`config.mk`:
```
export PLATFORM = sky130hd
export DESIGN_NAME = pha_run_control
export DESIGN_NICKNAME = d
export VERILOG_FILES = /design/src/pha_pkg.sv /design/src/pha_run_control.sv
export VERILOG_INCLUDE_DIRS = /design/src /design/src/include
export SDC_FILE = /design/constraint.sdc
export NUM_CORES = 1
export LEC_CHECK = 0
export BUFFER_PORTS_ARGS = -buffer_cell sky130_fd_sc_hd__buf_2
export CAP_MARGIN = 20
export CORE_AREA = 3 3 81 83
export DETAILED_ROUTE_END_ITERATION = 12
export DIE_AREA = 0 0 84 86
export GPL_ROUTABILITY_DRIVEN = 0
export PLACE_DENSITY = 0.78
export SYNTH_ARGS = -nofsm -noshare
export SYNTH_HDL_FRONTEND = slang
export SYNTH_SLANG_ARGS = --single-unit
```
`constraint.sdc`:
```
create_clock -name aclk -period 2.9 [get_ports aclk]
set_input_delay 0.29 -clock aclk [delete_from_list [all_inputs] [get_ports aclk]]
set_output_delay 0.29 -clock aclk [all_outputs]
set_load 0.005 [all_outputs]
```
`src/include/pha_settings.svh`:
```
`ifndef PHA_SETTINGS_SVH
`define PHA_SETTINGS_SVH

// Sample and pulse height width
`define PHA_DATA_WIDTH  16

// Dead time counter
`define PHA_CNTR_WIDTH  16

// Histogram address bits, 1024 bins
`define PHA_BIN_BITS    10

// One bin count
`define PHA_COUNT_WIDTH 32

// Run length in samples
`define PHA_TIMER_WIDTH 32

// Baseline filter weight is 2**-PHA_BLN_SHIFT
`define PHA_BLN_SHIFT   4

`endif
```
`src/pha_pkg.sv`:
```
`include "pha_settings.svh"

package pha_pkg;

  typedef logic [`PHA_DATA_WIDTH-1:0]  sample_t;     // Input sample or pulse height
  typedef logic [`PHA_CNTR_WIDTH-1:0]  dead_t;       // Dead time in samples
  typedef logic [`PHA_BIN_BITS-1:0]    bin_addr_t;   // Histogram address
  typedef logic [`PHA_COUNT_WIDTH-1:0] bin_count_t;  // Count of one bin
  typedef logic [`PHA_TIMER_WIDTH-1:0] run_time_t;   // Run length

  // Run sequence of the spectrometer
  typedef enum logic [1:0]
  {
    st_idle  = 2'd0,
    st_clear = 2'd1,
    st_run   = 2'd2,
    st_done  = 2'd3
  } run_state_e;

endpackage

```
`src/pha_run_control.sv`:
```
`timescale 1ns/1ps

module pha_run_control
(
  input  logic                aclk,
  input  logic                aresetn,
  input  logic                start,
  input  pha_pkg::run_time_t  run_time,
  input  logic                sample_valid,
  output logic                acq_enable,
  output logic                clear_en,
  output pha_pkg::bin_addr_t  clear_addr,
  output logic                busy,
  output logic                done
);

  import pha_pkg::*;

  run_state_e state_q;
  bin_addr_t  clear_cnt;
  run_time_t  sample_cnt;
  logic       last_sample;

  assign last_sample = sample_valid && (sample_cnt == run_time - 1'b1);

  // ####################################################################
  // Run sequence
  // ####################################################################

  always_ff @(posedge aclk)
  begin
    if (!aresetn)
    begin
      state_q    <= st_idle;
      clear_cnt  <= '0;
      sample_cnt <= '0;
    end
    else
    begin
      case (state_q)
        st_idle, st_done:
        begin
          if (start)
            state_q <= st_clear;             // Start while busy is ignored
        end
        st_clear:
        begin
          clear_cnt <= clear_cnt + 1'b1;     // Wraps to zero for the next sweep
          if (&clear_cnt)
          begin
            state_q    <= st_run;
            sample_cnt <= '0;
          end
        end
        st_run:
        begin
          if (sample_valid)
            sample_cnt <= sample_cnt + 1'b1;
          if (last_sample)
            state_q <= st_done;              // Final sample is still taken this cycle
        end
        default:
        begin
          state_q <= st_idle;
        end
      endcase
    end
  end

  // ####################################################################
  // Outputs
  // ####################################################################

  assign acq_enable = (state_q == st_run);
  assign clear_en   = (state_q == st_clear);
  assign clear_addr = clear_cnt;
  assign busy       = acq_enable || clear_en;
  assign done       = (state_q == st_done);

endmodule

```
==> reports/results.txt <==
CTS root buf - clkbuf_8
Vias per Instance - 5.95
die footprint - 7220 um2
placed cells - 564
Slew Limit Fails - 0
post-synth top area cell - dfxtp_1
Synth Instances - 433
Post-CTS Repair Setup Buffers - 0
total global-route track usage - 23.3%
static leakage - 1.47 nW
Fin Clk Skew - 13.4 ps
vias post-DR - 3404
DRT antenna net count - 0
Routed WL - 8520 um
FF-to-FF path depth - 8
cell area power density - 391 nW/um2
post-synth top area share - 26.3%
Mapped Nets - 476
n_diodes - 0
Fillers - 517
clock period minus worst slack - 2640 ps
Residual DRC - 0
worst path arrival time - 2870 ps
initial antenna violation count - 0
DR iter-0 viols - 132
GRT Residual Overflow - 0
CP max FO - 7
wire per inst - 14.9 um
Hold Fails Final Rpt - 0
worst skew pair latency - 310 ps
largest net degree at the start of global routing - 31
total CTS buffers - 5
clock buffer depth - 2
top_reg_cell synth - dfxtp_1
io pins - 50
Worst VDD drop - 381 uV
post-layout util - 66.6%
Clock H-tree levels - 2
CTS tree - done
vias in the first global route - 3152
drt pass-1 iters - 4
Final setup viols - 0
share of cells above drive strength 1 - 20.3%
Rows - 28
post-DP HPWL - 6560 um
origin of the worst setup path - state_q[0]
RSZ-0062 raised after global routing - no
critical path class - reg2reg
Worst setup EP type - flop
Reg clk slew, reported paths - 90 ps
Synth cell types - 64
outcome - finished, final reports clean
Total Nets Final - 539
CP Launch Type - flop
Die X - 84 um
FF-to-FF End - sample_cnt[30]
CTS Sinks - 44
Post-synth EDFFs - 0
reg2reg setup slack - 260 ps
Final Non-Filler Cells - 572
die height - 86 um
Avg Cell Area, Syn - 7.75 um2
list of most frequent post-synthesis cells - nor2_1 (55), dfxtp_1 (44), nand2_1 (33)
cell area after synthesis - 3350 um2
reg2reg start - state_q[0]
PortBufs - 49
crit path to - sample_cnt[30]
Slew HR - 65.7%
Hold Path Class - in2reg
Area contributors post-synth - dfxtp_1 (26%), xor2_1 (8.4%), xnor2_1 (8.1%)
Hold-fix buffers, CTS - 0
Starting Density - 56.7%
async set or reset register ratio after synthesis - 0%
first-pass GRT wire length - 14100 um
FMAX - 379 MHz
core area - 5920 um2
critical path required time - 3130 ps
# Max-Cap Violations - 0
sequential element share of the synthesized area - 26.3%
top-count cell post-synth - nor2_1
Seq cells post-synth - 44
synthesis-to-layout area growth - 17.6%
Ys Warns - 0
fin crit share - 90.9%
Worst Tran Pin Value - 510 ps
-- cells in the final DEF (no fill, tap or decap), drive strengths merged, types with 6 or more instances in the layout --
cell / instances
a21oi: 15
and3: 9
buf: 74
dfxtp: 44
ha: 7
inv: 20
nand2: 33
nand2b: 6
nand3: 7
nand4: 19
nor2: 55
nor3: 12
nor4: 12
o21ai: 16
or3: 20
xnor2: 31
xor2: 32
-- kinds of logic after synthesis --
logic type	synth area share [%]
AO/OA/AOI/OAI	15.2
XOR/XNOR	16.4
adder cells (fa/ha/maj)	2.61
buffers and inverters	4.33
flip-flops	26.3
multiplexers	1.49
AND/OR/NAND/NOR	33.6
-- power breakdown --
part | internal (W) | switching [W]
logic | 0.000208 | 0.000259
registers | 0.000630 | 0.0000303
clock network | 0.000176 | 0.000240
total | 0.00101 | 0.000529
-- how the worst min path moves through the flow --
stage                       start            end  slack, ps  cells after the start
floorplan                 aresetn     state_q[1]        440                      2
CTS                       aresetn     state_q[1]        280                      3
detailed placement     state_q[1]     state_q[1]        500                      2
global placement    clear_addr[8]  clear_addr[8]        490                      2
global route              aresetn     state_q[1]        290                      3
finish                    aresetn     state_q[1]        280                      3
-- stage by stage --
stage / setup slack (ps) / hold slack (ps) / total power (W) / cell area [um2] / TNS, ps
detailed placement: -112 / 498 / 0.00113 / 3820 / -142
floorplan: 203 / 440 / 0.000944 / 3350 / 0
finish: 264 / 281 / 0.00154 / 3940 / 0
global route: 28.2 / 286 / 0.00162 / 3940 / 0
global placement: 12.6 / 488 / 0.00111 / 3820 / 0
CTS: 147 / 276 / 0.00154 / 3920 / 0
-- final cells by class --
class,instances,area (um2),share of cell area (%)
multi-input cells,353,2360,59.9
clock inverters,3,25.0,0.635
well taps,75,93.8,2.38
clock buffers,5,68.8,1.74
inverters,18,67.6,1.71
flip-flops and latches,44,882,22.4
repair buffers,74,445,11.3
-- per-layer routing --
metal	GRT usage, %	wire [um]	vias to the layer above
li1	-	-	1701
met1	30.8	4030	1591
met2	38.3	3920	100
met3	4.13	445	12
met4	8.48	123	0
met5	0	0	-
-- critical path, cell delays in order (launching register included) --
cell      delay [ps]
dfxtp_1          430
inv_1             70
ha_1             210
nand2b_1         180
a21boi_1         200
nand4b_1         290
or4_1            670
or3_1            360
a21oi_1          160
-- state kept, by name, indices dropped and copies added (netlist names) --
register,flops
clear_addr,10
sample_cnt,32
state_q,2
-- timing repair --
item,4_1_cts,5_1_grt
hold endpoints to repair,0,0
resized for setup,0,5
endpoints found under the setup margin,0,7
Note: power is estimated with default switching activity, not from simulation.
