### src/include/pha_settings.svh
`ifndef PHA_SETTINGS_SVH
`define PHA_SETTINGS_SVH

// Sample and pulse height width
`define PHA_DATA_WIDTH  16

// Dead time counter
`define PHA_CNTR_WIDTH  16

// Histogram address bits, 1024 bins
`define PHA_BIN_BITS    10

// One bin count
`define PHA_COUNT_WIDTH 32

// Run length in samples
`define PHA_TIMER_WIDTH 32

// Baseline filter weight is 2**-PHA_BLN_SHIFT
`define PHA_BLN_SHIFT   4

`endif
### src/pha_pkg.sv
`include "pha_settings.svh"

package pha_pkg;

  typedef logic [`PHA_DATA_WIDTH-1:0]  sample_t;     // Input sample or pulse height
  typedef logic [`PHA_CNTR_WIDTH-1:0]  dead_t;       // Dead time in samples
  typedef logic [`PHA_BIN_BITS-1:0]    bin_addr_t;   // Histogram address
  typedef logic [`PHA_COUNT_WIDTH-1:0] bin_count_t;  // Count of one bin
  typedef logic [`PHA_TIMER_WIDTH-1:0] run_time_t;   // Run length

  // Run sequence of the spectrometer
  typedef enum logic [1:0]
  {
    st_idle  = 2'd0,
    st_clear = 2'd1,
    st_run   = 2'd2,
    st_done  = 2'd3
  } run_state_e;

endpackage

### src/pha_pulse_analyzer.sv
`timescale 1ns/1ps

module pha_pulse_analyzer
(
  input  logic             aclk,
  input  logic             aresetn,
  input  logic             acq_valid,
  input  pha_pkg::sample_t sample_data,
  input  logic             bln_flag,
  input  pha_pkg::sample_t bln_data,
  input  pha_pkg::dead_t   dead_time,
  input  pha_pkg::sample_t min_height,
  input  pha_pkg::sample_t max_height,
  input  logic             height_ready,
  output logic             height_valid,
  output pha_pkg::sample_t height_data
);

  import pha_pkg::*;

  sample_t data_q [2];   // [0] latest sample, [1] the one before
  sample_t data_d [2];
  sample_t min_q;
  sample_t min_d;
  sample_t height_q;
  sample_t height_d;
  dead_t   cntr_q;
  dead_t   cntr_d;
  logic    enbl_q;
  logic    enbl_d;
  logic    rising_q;
  logic    rising_d;
  logic    valid_q;
  logic    valid_d;

  sample_t ref_level;
  sample_t height_calc;
  logic    rising;
  logic    in_dead;
  logic    pass_min;
  logic    pass_max;
  logic    pulse_end;

  // ####################################################################
  // Slope, height and cuts
  // ####################################################################

  assign in_dead     = cntr_q < dead_time;
  assign rising      = data_q[1] < sample_data;          // Slope over two samples
  assign ref_level   = bln_flag ? min_q : bln_data;      // Local minimum or baseline
  assign height_calc = data_q[0] - ref_level;            // data_q[0] is the peak
  assign pass_min    = height_calc > min_height;
  assign pass_max    = data_q[0] < max_height;
  assign pulse_end   = acq_valid && enbl_q && rising_q && !rising && pass_min;

  always_ff @(posedge aclk)
  begin
    if (!aresetn)
    begin
      data_q[0] <= '0;
      data_q[1] <= '0;
      min_q     <= '0;
      cntr_q    <= '0;
      enbl_q    <= 1'b0;
      rising_q  <= 1'b0;
      valid_q   <= 1'b0;
    end
    else
    begin
      data_q[0] <= data_d[0];
      data_q[1] <= data_d[1];
      min_q     <= min_d;
      cntr_q    <= cntr_d;
      enbl_q    <= enbl_d;
      rising_q  <= rising_d;
      valid_q   <= valid_d;
    end
  end

  always_ff @(posedge aclk)
  begin
    height_q <= height_d;
  end

  // ####################################################################
  // Next state
  // ####################################################################

  always_comb
  begin
    data_d   = data_q;
    min_d    = min_q;
    height_d = height_q;
    cntr_d   = cntr_q;
    enbl_d   = enbl_q;
    rising_d = rising_q;
    valid_d  = valid_q;

    if (acq_valid)
    begin
      data_d[0] = sample_data;
      data_d[1] = data_q[0];
      rising_d  = rising;
    end

    if (acq_valid && in_dead)
      cntr_d = cntr_q + 1'b1;

    // Arm at the start of a rise once the dead time is over
    if (acq_valid && !in_dead && !rising_q && rising)
    begin
      min_d  = data_q[1];
      enbl_d = 1'b1;
    end

    if (valid_q && height_ready)
      valid_d = 1'b0;                          // Taken by the histogram

    if (pulse_end)
    begin
      cntr_d = '0;                             // Restart dead time even when above max
      enbl_d = 1'b0;
      if (pass_max)
      begin
        height_d = height_calc;                // Replaces a height still waiting
        valid_d  = 1'b1;
      end
    end
  end

  assign height_valid = valid_q;
  assign height_data  = height_q;

endmodule

### config.mk
export PLATFORM = sky130hd
export DESIGN_NAME = pha_pulse_analyzer
export DESIGN_NICKNAME = d
export VERILOG_FILES = /design/src/pha_pkg.sv /design/src/pha_pulse_analyzer.sv
export VERILOG_INCLUDE_DIRS = /design/src /design/src/include
export SDC_FILE = /design/constraint.sdc
export NUM_CORES = 1
export LEC_CHECK = 0
export ABC_AREA = 1
export BUFFER_PORTS_ARGS = -buffer_cell sky130_fd_sc_hd__clkbuf_2
export CAP_MARGIN = 25
export CELL_PAD_IN_SITES_DETAIL_PLACEMENT = 1
export CELL_PAD_IN_SITES_GLOBAL_PLACEMENT = 1
export CORE_MARGIN = 2
export CORE_UTILIZATION = 44
export DETAILED_ROUTE_END_ITERATION = 8
export GPL_ROUTABILITY_DRIVEN = 1
export PLACE_DENSITY = 0.95
export SETUP_SLACK_MARGIN = 0.4
export SLEW_MARGIN = 20
export SYNTH_ARGS = -nofsm -noshare
export SYNTH_HDL_FRONTEND = slang
export SYNTH_SLANG_ARGS = --single-unit
### constraint.sdc
create_clock -name aclk -period 6.3 [get_ports aclk]
set_clock_uncertainty 0.15 [all_clocks]
set_input_delay 0.315 -clock aclk [delete_from_list [all_inputs] [get_ports aclk]]
set_output_delay 0.315 -clock aclk [all_outputs]
set_load 0.1 [all_outputs]
==> results.cfg <==
[run_status]
outcome = completed

[routing]
antenna_left = 0
vias = 5521
wl_mm = 17.9
vias_per_cell = 5.22
drc = 0
initialDrtViolationCount = 240
wire_per_inst_um = 16.9
drt_pass1_iterations = 4

[clock_tree]
htree_levels = 3
cts_made_buffers = 9
clkLatencyLatePin_ns = 0.37
clk_path_buf_depth = 2
path_clk_slew_ns = 0.07
root_buffer = clkbuf_16
cts_tree = built
post_cts_buffers = 0
clkSinkCount = 83
cts_resized = 0
cts-hold-fix-buffers = 0

[setup_path]
required_ns = 6.15
r2r-end = height_data[12]$_DFFE_PP_
max_stage_delay_ns = 0.52
path_max_fanout = 16
r2r_cells = 16
cp.arrival_ns = 4.24
rr_startpoint = min_q[2]$_SDFFE_PN0P_
cp_cell_sequence = clkbuf_2 > mux2_2 > ha_1 > inv_1 > nand3_1 > nand2_1 > a21oi_1 > o21ai_0 > nand3_1 > nand2_1 > xor2_1 > ha_1 > nand2_1 > inv_1 > nand4_1 > o21ai_0 > a21oi_1 > nand3_1 > inv_1
worst-path-buf-inv = 4
startpoint = bln_flag
path_class = in -> reg
end_kind = flip-flop
r2r_slack_ns = 1.99
crit_path_start_kind = input pin
crit_slowest_cell = o21ai_0
path_delay_family = buffers and inverters

[cells_and_area]
finish.net_count = 1044
ff_latch_area_um2 = 1820
multi_input_area_um2 = 3280
nFillCells = 1656
drive_gt1_frac = 0.145
area_growth_pct = 16.5
antennaDiodeCount = 0
layout.cells.non_filler = 1057

[pwr]
ir_drop_mv = 0.156
cellLeakagePower_uw = 0.00358
p_per_area_nw_per_um2 = 228

[yosys]
synthArstFlopShare = 0
synth_edf_count = 16
ys_types = 33
synth_area_leader_cell = dfxtp_1
synth_ff_type = dfxtp_1
synth_top_area_frac = 0.234
netlist_top_cells_area = dfxtp_1, ha_1, nand2_1
syn_nets = 952
avgSynthCellArea_um2 = 7.27
yosysMostFrequentCell = nand2_1
synth-seq-area-share = 0.318
yosys_warnings = 0
syn_inst = 788
yosys-top-cells-count = nand2_1, inv_1, ha_1
syn_area_um2 = 5730
yosys_register_bits = 83

[job]
maxCapViolCount = 0

[floorplan]
fp.dieW_um = 118
start_util = 0.452
dieArea_um2 = 13900
coreArea_um2 = 12700
ios = 102
die_y_um = 118
rows = 41

[hold_path]
hold_end = data_q[18]$_SDFFE_PN0P_
holdPathStages = 3
hp-start = sample_data[2]
hold_class = in -> reg

[sta]
rsz0062_at_grt = false
setup_tns_ns = 0
finalHoldViolCount = 0
drv_slew = 0
setup-violations-final = 0
fin_crit_ns = 4.40
maxSlewHeadroom = 0.363
fmax_mhz = 227
post-route-period-util = 0.698
tightest_slew_ns = 0.954

[global_route]
grt_pass1_vias = 5930
antenna_found_initial = 0
overflow = 0
grt_max_degree = 51
grt_pass1_wl_mm = 29.2
grt.total_usage = 0.263

[placed_design]
portBuffers = 101
post-place-cells = 1041
dp_hpwl_mm = 12.6
place_congestion = 0.857
worst reg2reg max path, cell delays in order, from the launching register on:
cell and delay [ns]:
dfxtp_1 0.40, mux2i_1 0.11, ha_1 0.36, a21oi_1 0.23, nand2_1 0.13, a21oi_1 0.27, o21ai_0 0.28, a21oi_1 0.26
xnor2_1 0.15, ha_1 0.32, nand2_1 0.06, o21bai_1 0.15, a21oi_1 0.13, nor2_1 0.05, a21oi_1 0.25, nand3_1 0.14
inv_1 0.46
logic make-up after synthesis:
logic type | synth area share
adder cells (fa/ha/maj) | 0.174
flip-flops | 0.318
XOR/XNOR | 0.0413
multiplexers | 0.0282
buffers and inverters | 0.109
AO/OA/AOI/OAI | 0.125
AND/OR/NAND/NOR | 0.204
sequential cells by signal, indices dropped and copies added, names as in the netlist:
name,flops
height_data,16
min_q,16
cntr_q,16
rising_q,1
enbl_q,1
data_q,32
height_valid,1
cells in the final DEF (no fill, tap or decap):
master,count
ha_1,78
nor2_2,1
inv_2,2
nor4_1,1
clkbuf_2,101
a31oi_1,1
a21o_1,1
nand4_1,5
o31ai_1,1
xnor2_1,10
o21ai_0,51
xor2_1,17
fa_1,1
dfxtp_1,67
a21oi_2,2
mux2i_1,15
edfxtp_1,16
clkbuf_16,10
nor2_4,1
nor2_1,60
o21bai_1,2
inv_1,135
o211ai_1,1
a21oi_1,77
inv_6,5
buf_4,1
mux2_2,1
bufinv_16,1
nand3_1,35
nand2_2,3
nor3_1,12
nand2_1,169
o21a_1,2
final cells by class:
type / instances / share of cell area
clock buffer: 10 / 0.0375
clock inverter: 6 / 0.0111
inverter: 137 / 0.0771
multi-input combinational: 547 / 0.492
sequential: 83 / 0.273
tap: 172 / 0.0323
timing repair buffer: 102 / 0.0769
power breakdown:
| group | internal (µW) | switching (µW) | total, µW |
|---|---|---|---|
| clock | 339 | 261 | 600 |
| combinational | 128 | 207 | 334 |
| sequential | 564 | 19.1 | 583 |
metrics by stage:
stage	power [µW]	cell area, µm²	setup WS, ns	utilization	hold WS, ns
2_1_floorplan	810	5730	2.21	-	0.290
3_3_place_gp	890	6340	1.80	0.501	0.302
3_5_place_dp	912	6340	1.61	0.501	0.324
4_1_cts	1520	6670	1.94	0.526	0.0443
5_1_grt	1590	6670	1.50	0.526	0.0770
6_report	1520	6670	1.90	0.526	0.0499
worst max-delay path by stage:
stage          depth (start not counted)  slack, ns                        end
2_1_floorplan                         18       2.21   height_data[0]$_DFFE_PP_
3_3_place_gp                          24       1.80   height_data[0]$_DFFE_PP_
3_5_place_dp                          24       1.61   height_data[0]$_DFFE_PP_
4_1_cts                               18       1.94  height_data[12]$_DFFE_PP_
5_1_grt                               19       1.50  height_data[12]$_DFFE_PP_
6_report                              19       1.90  height_data[12]$_DFFE_PP_
metal layers:
layer  global-route usage  wire length, µm  vias up
met5                    0                0        -
met4                0.139              699        0
met3               0.0489              820       53
met2                0.451             8750      158
met1                0.310             7600     2586
li1                     -                -     2724
No activity file was read; power rests on OpenSTA's default activity.
