==> src/include/pha_settings.svh <==
`ifndef PHA_SETTINGS_SVH
`define PHA_SETTINGS_SVH

// Sample and pulse height width
`define PHA_DATA_WIDTH  16

// Dead time counter
`define PHA_CNTR_WIDTH  16

// Histogram address bits, 1024 bins
`define PHA_BIN_BITS    10

// One bin count
`define PHA_COUNT_WIDTH 32

// Run length in samples
`define PHA_TIMER_WIDTH 32

// Baseline filter weight is 2**-PHA_BLN_SHIFT
`define PHA_BLN_SHIFT   4

`endif
==> src/pha_pkg.sv <==
`include "pha_settings.svh"

package pha_pkg;

  typedef logic [`PHA_DATA_WIDTH-1:0]  sample_t;     // Input sample or pulse height
  typedef logic [`PHA_CNTR_WIDTH-1:0]  dead_t;       // Dead time in samples
  typedef logic [`PHA_BIN_BITS-1:0]    bin_addr_t;   // Histogram address
  typedef logic [`PHA_COUNT_WIDTH-1:0] bin_count_t;  // Count of one bin
  typedef logic [`PHA_TIMER_WIDTH-1:0] run_time_t;   // Run length

  // Run sequence of the spectrometer
  typedef enum logic [1:0]
  {
    st_idle  = 2'd0,
    st_clear = 2'd1,
    st_run   = 2'd2,
    st_done  = 2'd3
  } run_state_e;

endpackage

==> src/pha_baseline_tracker.sv <==
`timescale 1ns/1ps
`include "pha_settings.svh"

module pha_baseline_tracker
(
  input  logic             aclk,
  input  logic             aresetn,
  input  logic             acq_valid,
  input  pha_pkg::sample_t sample_data,
  output pha_pkg::sample_t bln_data
);

  localparam int unsigned DW    = `PHA_DATA_WIDTH;
  localparam int unsigned SHIFT = `PHA_BLN_SHIFT;
  localparam int unsigned ACC_W = DW + SHIFT;

  // ####################################################################
  // Exponential moving average
  // acc holds the average scaled by 2**SHIFT, so the low SHIFT bits
  // keep the fraction that a plain integer average would lose.
  // ####################################################################

  logic        [ACC_W-1:0] acc_q;
  logic signed [ACC_W:0]   diff;
  logic signed [ACC_W:0]   step;

  assign diff = $signed({1'b0, sample_data, {SHIFT{1'b0}}}) - $signed({1'b0, acc_q});
  assign step = diff >>> SHIFT;  // Arithmetic shift keeps the sign of a falling input

  always_ff @(posedge aclk)
  begin
    if (!aresetn)
    begin
      acc_q <= '0;
    end
    else if (acq_valid)
    begin
      acc_q <= acc_q + step[ACC_W-1:0];  // Two's complement add also moves downward
    end
  end

  assign bln_data = acc_q[ACC_W-1 -: DW];  // Integer part

endmodule

==> config.mk <==
export PLATFORM = sky130hd
export DESIGN_NAME = pha_baseline_tracker
export DESIGN_NICKNAME = d
export VERILOG_FILES = /design/src/pha_pkg.sv /design/src/pha_baseline_tracker.sv
export VERILOG_INCLUDE_DIRS = /design/src /design/src/include
export SDC_FILE = /design/constraint.sdc
export NUM_CORES = 1
export LEC_CHECK = 0
export ABC_CLOCK_PERIOD_IN_PS = 3950
export BUFFER_PORTS_ARGS = -buffer_cell sky130_fd_sc_hd__buf_2
export CAP_MARGIN = 20
export CORE_AREA = 2 2 84 66
export DETAILED_ROUTE_END_ITERATION = 6
export DIE_AREA = 0 0 86 68
export PLACE_DENSITY_LB_ADDON = 0.05
export SYNTH_ARGS = -nofsm -noshare
export SYNTH_HDL_FRONTEND = slang
export SYNTH_SLANG_ARGS = --single-unit
==> constraint.sdc <==
create_clock -name aclk -period 3.95 [get_ports aclk]
set_clock_uncertainty 0.1 [all_clocks]
set_input_delay 0.1975 -clock aclk [delete_from_list [all_inputs] [get_ports aclk]]
set_output_delay 0.1975 -clock aclk [all_outputs]
set_load 0.01 [all_outputs]
==> summary.txt, run 1 <==
Status
  – Status: complete, no violations

GRT
  – Initial antenna violation count: 0
  – All-Layer GR Usage: 22.6%
  – Overflow after GRT: 0
  – Pin count of the biggest net entering global routing: 29
  – Number of global-route vias before repair: 2145
  – First-pass GRT wire length: 10300 um

Place
  – HPWL after detailed placement: 5090 um
  – Worst slack, placed: -0.0303 ns
  – Area post-placement: 3040 um^2
  – Input/output buffers: 34
  – Final GP Congestion: 0.914

STA
  – Hold WS: 0.258 ns
  – Relative slew slack: 55.3%
  – Setup violations, final: 0
  – Tmin final: 3.75 ns
  – Worst Max-Slew Pin Slew: 0.671 ns
  – Max Fclk: 267 MHz
  – Final Max Tran Viols: 0
  – Final Hold Fails: 0
  – Fin crit share: 95.0%
  – Final worst setup slack: 0.199 ns

CTS
  – Maximum buffer depth of the clock tree: 2
  – CTS H-tree depth: 1
  – Clock transition at path regs: 0.08 ns
  – CTS tree: yes
  – Worst-Skew Late Latency: 0.27 ns
  – Clock buffer count from CTS: 3
  – CTS sink cnt: 20
  – CTS root buf: clkbuf_8

Setup path
  – Required time worst endpoint: 4.06 ns
  – Reg-to-Reg Start: acc_q[4]
  – Slowest stage cell, crit path: ha_1
  – Critical path type: reg -> reg
  – Crit Reg-Reg Endpoint: acc_q[17]
  – Max stage delay on crit path: 0.34 ns
  – Nature of the critical path endpoint: register
  – Largest fanout on the critical path: 3
  – Crit path DAT: 3.86 ns
  – CP Cell Sequence: inv_1 -> ha_4 -> and2_4 -> o21a_1 -> o21ai_2 -> a21o_1 -> o21ai_2 -> xor2_2 -> ha_1 -> nand4_1 -> a21oi_2 -> a2111oi_4 -> buf_4 -> o31ai_2 -> a221o_1 -> a21oi_2 -> xnor2_1 -> mux2i_1 -> nor2b_1
  – Minimum setup slack among reg-to-reg paths: 0.20 ns
  – Startpoint type of the worst setup path: register
  – R2r worst-path depth: 19

Logic synthesis
  – Synth top cells by count: ha_1, a21oi_1, xnor2_1
  – Mapped cell area: 2610 um^2
  – Ys flop type: dfxtp_1
  – Top cells by area, synth: ha_1, dfxtp_1, xnor2_1
  – Synth Instances: 325
  – Most common cell in the synthesized netlist: ha_1
  – Synth warnings: 0
  – Netlist cell types: 49
  – Ys async rst share: 0%
  – Post-synth top area share: 18.7%
  – Post-synth top area cell: ha_1
  – Syn Area/Cell: 8.02 um^2
  – EDFF count, synth: 0
  – Syn Nets: 384
  – #FFs+latches synth: 20
  – Seq/Total Area, Yosys: 15.4%

Layout
  – Area of the multi-input gates: 2240 um^2
  – Seq. cell area: 407 um^2
  – Nets: 449
  – Fill cell count: 441
  – Synthesis-to-layout area growth: 29.1%
  – Final instance area: 3370 um^2
  – Finished Core Util: 66.1%
  – Largest regs: acc_q (20)
  – Share of layout cells above drive strength 1: 33.5%
  – Antenna diodes: 0
  – Reg with most FFs: acc_q
  – Max reg flops: 20

Die
  – IO Pins: 35
  – Die width: 86 um
  – Core region area: 5090 um^2
  – Num rows: 23
  – Starting Density: 51.2%
  – Die H: 68 um
  – Die area: 5850 um^2

Drt
  – Drt drc: 0
  – Routed length per placed instance: 14.7 um
  – DR vias: 2426
  – Remaining antenna violation count: 0
  – DR top layer: met4
  – Drt total wl: 6610 um
  – Met1 wire length: 3570 um
  – Met3 routed WL: 355 um
  – First-pass DRT Iterations: 4
  – DR vias/cell: 5.39
  – 1st-iter DRT viols: 133
  – Wire length on met2: 2650 um

Run
  – Max-Cap Viols: 0

Worst hold path
  – Min-Delay Endpoint: acc_q[19]
  – Worst Hold Class: in -> reg
  – Worst Hold Depth: 2
  – Hold Path Origin: aresetn
[per-stage QoR]
step | TNS (ns) | std cells
final | 0 | 450
after global routing | -0.0379 | 450
after CTS | 0 | 446
after detailed placement | -0.0329 | 443
after global placement | -0.0266 | 443
after floorplan | 0 | 325
[critical path, delay by kind of cell (launching register included)]
family | cells | cell delay [ns]
compound gates | 9 | 1.59
fa+ha+maj | 2 | 0.57
simple gates | 3 | 0.41
flops | 1 | 0.33
buf+inv | 2 | 0.30
xor+xnor | 2 | 0.29
mux | 1 | 0.09
[how the worst max path moves through the flow]
stage                        start  cells after the start         to
final                     acc_q[4]                     19  acc_q[17]
after detailed placement  acc_q[0]                     17  acc_q[19]
after floorplan           acc_q[7]                     19  acc_q[19]
after global placement    acc_q[0]                     17  acc_q[19]
after global routing      acc_q[3]                     18  acc_q[17]
after CTS                 acc_q[5]                     20  acc_q[19]
[layout by cell type (no fill, tap or decap), types with 14 or more instances in the layout]
master	n
a21oi_1	19
buf_2	34
buf_4	47
dfxtp_1	17
ha_1	32
inv_1	20
mux2i_1	14
nand2_1	17
nor2_1	17
nor2b_1	16
xnor2_1	19
[cell families after synthesis]
family | synth area share (%)
AOI/OAI and AO/OA | 21.6
adders and majority gates | 19.5
DFF | 15.4
muxes | 6.24
buffers and inverters | 8.25
xor gates and xnor gates | 9.74
and+or+nand+nor | 19.3
[layout make-up]
type	instances	area share [%]
clock buffers	3	1.23
flip-flops and latches	20	12.1
well taps	62	2.30
inverters	20	2.23
multi-input cells	264	66.6
repair buffers	81	15.5
[layer usage]
| metal | vias up | global-route usage (%) |
|---|---|---|
| li1 | 1267 | - |
| met1 | 1102 | 34.4 |
| met2 | 53 | 32.4 |
| met3 | 4 | 5.07 |
| met4 | 0 | 3.97 |
| met5 | - | 0 |
[what timing repair did]
action,4_1_cts,5_1_grt
hold buffers,0,0
gates resized for setup,3,43
gates cloned,0,0
endpoints found under the setup margin,2,7
setup buffers,0,4
pin swaps,1,26
endpoints found under the hold margin,0,0
Power of run 1 is not shown: default switching activity piles up to over one toggle a cycle in this logic, so the estimate is an artifact.
==> inputs of run 2 (changes only) <==
--- a/config.mk
+++ b/config.mk
@@ -9,10 +9,12 @@
 export ABC_CLOCK_PERIOD_IN_PS = 3950
 export BUFFER_PORTS_ARGS = -buffer_cell sky130_fd_sc_hd__buf_2
 export CAP_MARGIN = 20
-export CORE_AREA = 2 2 84 66
+export CORE_AREA = 2 2 83 65
+export CTS_BUF_LIST = sky130_fd_sc_hd__clkbuf_2 sky130_fd_sc_hd__clkbuf_4 sky130_fd_sc_hd__clkbuf_8
 export DETAILED_ROUTE_END_ITERATION = 6
-export DIE_AREA = 0 0 86 68
+export DIE_AREA = 0 0 85 67
 export PLACE_DENSITY_LB_ADDON = 0.05
+export REMOVE_ABC_BUFFERS = 1
 export SYNTH_ARGS = -nofsm -noshare
 export SYNTH_HDL_FRONTEND = slang
 export SYNTH_SLANG_ARGS = --single-unit
==> run 2 against run 1 <==
Compared with the run above: non-clock buffer count down 25; register-to-register slack worse by 0.04 ns; cell count down 5.8%; sequential share of layout area up 0.62 points; fmax down 0.98%; die area down 2.6%; first-iteration DRC count down 25%; utilization up 0.39 points; via count down 2.0%; design area down 4.9%; highest routed layer unchanged.
==> summary.txt, run 2 (synthesized netlist as in run 1, its figures left out) <==
Setup path
  – Crit Reg-Reg Endpoint: acc_q[14]
  – Crit path from: acc_q[3]
  – Worst setup path end: acc_q[14]
  – CP Cell Sequence: nor4_4 -> nand4_1 -> and3_4 -> o31ai_4 -> a21oi_2 -> nor2b_1 -> o21a_1 -> nor2_1 -> xnor2_1 -> ha_2 -> or2_4 -> a21oi_2 -> a21oi_1 -> and2_4 -> o21ai_2 -> mux2_2 -> o2bb2ai_1
  – Critical path type: reg -> reg
  – Reg-to-Reg Start: acc_q[3]
  – R2r worst-path depth: 17 (-2)
  – Max stage delay on crit path: 0.37 ns (+0.03 ns)
  – Crit path DAT: 3.89 ns (+0.03 ns)
  – Slowest stage cell, crit path: dfxtp_4
  – Startpoint type of the worst setup path: register
  – Most used cell, CP: a21oi_2
  – Required time worst endpoint: 4.05 ns (about the same)
  – Nature of the critical path endpoint: register
  – Largest fanout on the critical path: 3 (unchanged)
  – Minimum setup slack among reg-to-reg paths: 0.16 ns (-0.04 ns)

Drt
  – First-pass DRT Iterations: 4 (unchanged)
  – Routed length per placed instance: 15.8 um (+7.5%)
  – DR vias/cell: 5.61 (+4.0%)
  – Drt total wl: 6700 um (+1.3%)
  – Remaining antenna violation count: 0 (unchanged)
  – Drt drc: 0 (unchanged)
  – 1st-iter DRT viols: 100 (-25%)
  – DR vias: 2377 (-2.0%)

Layout
  – Most common cell after layout, fill and taps aside: buf_2
  – Share of layout cells above drive strength 1: 30.8% (-2.7 points)
  – Antenna diodes: 0 (unchanged)
  – Largest regs: acc_q (20)
  – Synthesis-to-layout area growth: 22.8%
  – Reg with most FFs: acc_q
  – Most frequent cells in the layout: buf_2, ha_1, buf_4
  – Final instance area: 3200 um^2 (-4.9%)
  – Max reg flops: 20 (unchanged)
  – Nets: 424 (-5.6%)

Place
  – Input/output buffers: 34 (unchanged)
  – Area post-placement: 2830 um^2 (-7.0%)
  – Worst slack, placed: -0.0314 ns (-0.00102 ns)
  – HPWL after detailed placement: 5020 um (-1.3%)
  – Final GP Congestion: 0.849 (-7.1%)

STA
  – Final Hold Fails: 0 (unchanged)
  – Fin crit share: 95.9% (+0.94 points)
  – Final Max Tran Viols: 0 (unchanged)
  – Max Fclk: 264 MHz (-0.98%)
  – Relative slew slack: 55.2% (-0.10 points)
  – Final worst setup slack: 0.162 ns (-0.0371 ns)
  – Hold WS: 0.264 ns (+0.00592 ns)
  – Setup TNS: 0 ns (unchanged)
  – Unrepaired setup endpoints after global routing: true
  – Tmin final: 3.79 ns (+0.0371 ns)
  – Setup violations, final: 0 (unchanged)
  – Worst Max-Slew Pin Slew: 0.673 ns (+0.00154 ns)

CTS
  – Worst-Skew Late Latency: 0.27 ns (about the same)
  – Hold Buf Count CTS: 0 (unchanged)
  – Clock transition at path regs: 0.09 ns (about the same)
  – CTS H-tree depth: 1 (unchanged)
  – CTS sink cnt: 20 (unchanged)
  – Clock buffer count from CTS: 3 (unchanged)
  – CTS root buf: clkbuf_8
  – Maximum buffer depth of the clock tree: 2 (unchanged)
  – CTS tree: yes

Worst hold path
  – Worst Hold Class: in -> reg
  – Worst Hold Depth: 2 (unchanged)

Run
  – Max-Cap Viols: 0 (unchanged)

Die
  – Die area: 5700 um^2 (-2.6%)
  – Core region area: 4820 um^2 (-5.4%)
  – Die H: 67 um (-1.5%)
  – Num rows: 22 (-4.3%)
  – Starting Density: 54.1% (+2.9 points)
  – IO Pins: 35 (unchanged)
  – Die width: 85 um (-1.2%)

GRT
  – Initial antenna violation count: 0 (unchanged)
  – Overflow after GRT: 0 (unchanged)
  – Pin count of the biggest net entering global routing: 29 (unchanged)
  – Number of global-route vias before repair: 2064 (-3.8%)
  – First-pass GRT wire length: 10100 um (-1.5%)
  – All-Layer GR Usage: 22.8% (+0.19 points)

Status
  – Status: complete, no violations
==> run 2: cell types whose count changed in the layout (fill, tap and decap cells not counted), sizes merged <==
cell,change
buf,-25
clkbuf,+1
==> run 2: layout make-up <==
cell class                      instances  area, um^2
Inverter                               20        75.1
Fill cell                             435        1620
Multi-Input combinational cell        264        2250
Clock buffer                            4        55.1
Sequential cell                        20         407
Tap cell                               60        75.1
Timing Repair Buffer                   56         335
==> run 2: per-stage QoR <==
step	instances	utilization (%)
2_1_floorplan	304	-
4_1_cts	418	60.5
6_report	424	66.5
3_3_place_gp	413	58.6
5_1_grt	424	66.5
3_5_place_dp	413	58.6
==> run 2: worst min path at each step <==
stage	startpoint	to
2_1_floorplan	aresetn	acc_q[14]
5_1_grt	aresetn	acc_q[3]
3_5_place_dp	acc_q[2]	acc_q[2]
6_report	aresetn	acc_q[19]
4_1_cts	aresetn	acc_q[19]
3_3_place_gp	acc_q[2]	acc_q[2]
==> run 2: routing by layer <==
| metal | GRT usage (%) | share of wire [%] | up-vias |
|---|---|---|---|
| met4 | 2.98 | 0.34 | 0 |
| met2 | 32.3 | 40 | 55 |
| met1 | 36.7 | 55 | 1094 |
| li1 | - | - | 1223 |
| met5 | 0 | 0 | - |
| met3 | 2.73 | 4.7 | 5 |
==> run 2: timing repair <==
| item | CTS | global route |
|---|---|---|
| resized for setup | 3 | 52 |
| pin swaps | 3 | 24 |
| buffers inserted | 1 | 6 |
| endpoints found under the setup margin | 2 | 6 |
==> run 2: worst max-delay path: cells and delay by family, from the launching register on <==
family,cells,cell delay [ns]
mux,1,0.34
xor+xnor,1,0.19
simple gates,7,1.44
fa+ha+maj,1,0.31
flops,1,0.37
compound gates,7,0.97
Power of run 2 is left out for the same reason.
==> inputs of run 3 (changes only) <==
--- a/config.mk
+++ b/config.mk
@@ -6,14 +6,15 @@
 export SDC_FILE = /design/constraint.sdc
 export NUM_CORES = 1
 export LEC_CHECK = 0
-export ABC_CLOCK_PERIOD_IN_PS = 3950
+export ABC_CLOCK_PERIOD_IN_PS = 3600
 export BUFFER_PORTS_ARGS = -buffer_cell sky130_fd_sc_hd__buf_2
 export CAP_MARGIN = 20
-export CORE_AREA = 2 2 83 65
+export CORE_AREA = 2 2 72 74
 export CTS_BUF_LIST = sky130_fd_sc_hd__clkbuf_2 sky130_fd_sc_hd__clkbuf_4 sky130_fd_sc_hd__clkbuf_8
 export DETAILED_ROUTE_END_ITERATION = 6
-export DIE_AREA = 0 0 85 67
+export DIE_AREA = 0 0 74 76
 export PLACE_DENSITY_LB_ADDON = 0.05
+export RECOVER_POWER = 100
 export REMOVE_ABC_BUFFERS = 1
 export SYNTH_ARGS = -nofsm -noshare
 export SYNTH_HDL_FRONTEND = slang
==> constraint.sdc (replaced) <==
create_clock -name aclk -period 3.6 [get_ports aclk]
set_clock_uncertainty 0.1 [all_clocks]
set_input_delay 0.18 -clock aclk [delete_from_list [all_inputs] [get_ports aclk]]
set_output_delay 0.18 -clock aclk [all_outputs]
set_load 0.01 [all_outputs]
==> run 3 against run 2 <==
Compared with the run above: the run now ends with negative setup slack left; critical path depth unchanged; sequential cell count is the same; wire length is 0.40% higher; via count increased by 7.3%; worst setup slack got worse by 0.28 ns; cell count up 17%; design area increased by 13%; sequential share of layout area fell by 1.6 points; first-iteration DRC count shrank 12%; largest cell class unchanged; highest routed layer unchanged.
==> summary.txt, run 3 (synthesized netlist as in run 1, its figures left out) <==
Status
  – Status: finished with violations
  – Failing checks: negative setup slack

Setup path
  – Crit Reg-Reg Endpoint: acc_q[17]
  – Slowest stage cell, crit path: a2111oi_4
  – CP Cell Sequence: inv_1 -> ha_1 -> and2_4 -> buf_4 -> buf_4 -> nor2_1 -> xnor2_2 -> ha_1 -> a211oi_4 -> o21ai_2 -> a2111oi_4 -> o31ai_2 -> a221o_1 -> a21oi_2 -> xnor2_1 -> mux2i_1 -> nor2b_1
  – Crit path DAT: 3.82 ns (-0.07 ns)
  – Required time worst endpoint: 3.70 ns (-0.35 ns)
  – Worst setup path end: acc_q[17]
  – Minimum setup slack among reg-to-reg paths: -0.12 ns (-0.28 ns)
  – R2r worst-path depth: 17 (unchanged)
  – Largest fanout on the critical path: 3 (unchanged)
  – Startpoint type of the worst setup path: register
  – Critical path type: reg -> reg
  – Reg-to-Reg Start: acc_q[4]
  – Nature of the critical path endpoint: register
  – Crit path from: acc_q[4]
  – Max stage delay on crit path: 0.47 ns (+0.10 ns)

Layout
  – Max reg flops: 20 (unchanged)
  – Antenna diodes: 0 (unchanged)
  – Most frequent cells in the layout: buf_4, ha_1, buf_2
  – Share of layout cells above drive strength 1: 39.1% (+8.3 points)
  – Most common cell after layout, fill and taps aside: buf_4
  – Nets: 486 (+15%)
  – Final instance area: 3620 um^2 (+13%)
  – Fin cells: 495 (+17%)
  – Largest regs: acc_q (20)
  – Synthesis-to-layout area growth: 38.8%
  – Reg with most FFs: acc_q

CTS
  – CTS sink cnt: 20 (unchanged)
  – Maximum buffer depth of the clock tree: 2 (unchanged)
  – CTS tree: yes
  – Clock buffer count from CTS: 3 (unchanged)
  – Worst-Skew Late Latency: 0.26 ns (about the same)
  – CTS root buf: clkbuf_8
  – Hold Buf Count CTS: 0 (unchanged)
  – CTS H-tree depth: 1 (unchanged)
  – Clock transition at path regs: 0.08 ns (about the same)

Drt
  – First-pass DRT Iterations: 4 (unchanged)
  – Remaining antenna violation count: 0 (unchanged)
  – Drt drc: 0 (unchanged)
  – Drt total wl: 6720 um (+0.40%)
  – Routed length per placed instance: 13.6 um (-14%)
  – DR vias/cell: 5.15 (-8.1%)
  – DR vias: 2551 (+7.3%)
  – 1st-iter DRT viols: 88 (-12%)

GRT
  – Pin count of the biggest net entering global routing: 29 (unchanged)
  – All-Layer GR Usage: 23.5% (+0.77 points)
  – First-pass GRT wire length: 10700 um (+5.9%)
  – Initial antenna violation count: 0 (unchanged)
  – Overflow after GRT: 0 (unchanged)
  – Number of global-route vias before repair: 2365 (+15%)

Place
  – Input/output buffers: 34 (unchanged)
  – Area post-placement: 3260 um^2 (+15%)
  – Final GP Congestion: 0.905 (+6.6%)
  – Placed cells: 479 (+16%)
  – HPWL after detailed placement: 4910 um (-2.2%)

Die
  – Starting Density: 53.1% (-1.0 points)
  – Core region area: 4910 um^2 (+2.0%)
  – Die width: 74 um (-13%)
  – Die H: 76 um (+13%)
  – Num rows: 26 (+18%)
  – Die area: 5620 um^2 (-1.2%)
  – IO Pins: 35 (unchanged)

STA
  – Relative slew slack: 54.6% (-0.54 points)
  – Hold WS: 0.266 ns (+0.00235 ns)
  – Tmin final: 3.72 ns (-0.0673 ns)
  – Max Fclk: 269 MHz (+1.8%)
  – Final worst setup slack: -0.121 ns (-0.283 ns)
  – Setup violations, final: 5 (+5)
  – Final Hold Fails: 0 (unchanged)
  – Fin crit share: 103% (+7.5 points)
  – Setup TNS: -0.373 ns (-0.373 ns)
  – Worst Max-Slew Pin Slew: 0.681 ns (+0.00805 ns)
  – Unrepaired setup endpoints after global routing: true
  – Final Max Tran Viols: 0 (unchanged)

Run
  – Max-Cap Viols: 0 (unchanged)

Worst hold path
  – Worst Hold Depth: 2 (unchanged)
  – Worst Hold Class: in -> reg
-- run 3: worst min path at each step --
| stage | start | end |
|---|---|---|
| 3_5_place_dp | acc_q[18] | acc_q[18] |
| 5_1_grt | aresetn | acc_q[19] |
| 4_1_cts | aresetn | acc_q[19] |
| 2_1_floorplan | aresetn | acc_q[14] |
| 3_3_place_gp | acc_q[18] | acc_q[18] |
| 6_report | aresetn | acc_q[19] |
-- run 3: per-layer routing --
metal / track usage, % / up-vias / wire length [um] / part of all wire (%)
met3: 1.72 / 4 / 234 / 3.5
met5: 0 / - / 0 / 0
met1: 34.8 / 1151 / 3230 / 48
met2: 37.3 / 52 / 3210 / 48
li1: - / 1344 / - / -
met4: 4.55 / 0 / 44 / 0.65
-- run 3: through the flow --
stage                     utilization (%)  setup WS (ns)
after global placement               66.3         -0.156
after floorplan                         -         -0.132
after CTS                            69.9         -0.129
after detailed placement             66.3         -0.216
final                                73.7         -0.121
after global routing                 73.7         -0.343
-- run 3: final cells by class --
class | instances | area [um^2]
Fill cell | 390 | 1290
Tap cell | 70 | 87.6
Multi-Input combinational cell | 264 | 2220
Sequential cell | 20 | 403
Clock buffer | 3 | 41.3
Timing Repair Buffer | 118 | 795
Inverter | 20 | 75.1
-- run 3: worst max-delay path: cells and delay by family (launching register included) --
| family | cells | cell delay [ns] |
|---|---|---|
| mux | 1 | 0.09 |
| compound gates | 6 | 1.49 |
| flops | 1 | 0.34 |
| simple gates | 3 | 0.45 |
| fa+ha+maj | 2 | 0.61 |
| xor+xnor | 2 | 0.28 |
| buf+inv | 3 | 0.29 |
-- run 3: what timing repair did --
item | 4_1_cts | 5_1_grt
resized for setup | 24 | 28
pin swaps | 7 | 14
setup endpoints to repair | 7 | 9
buffers inserted | 3 | 10
Power of run 3 is left out for the same reason.
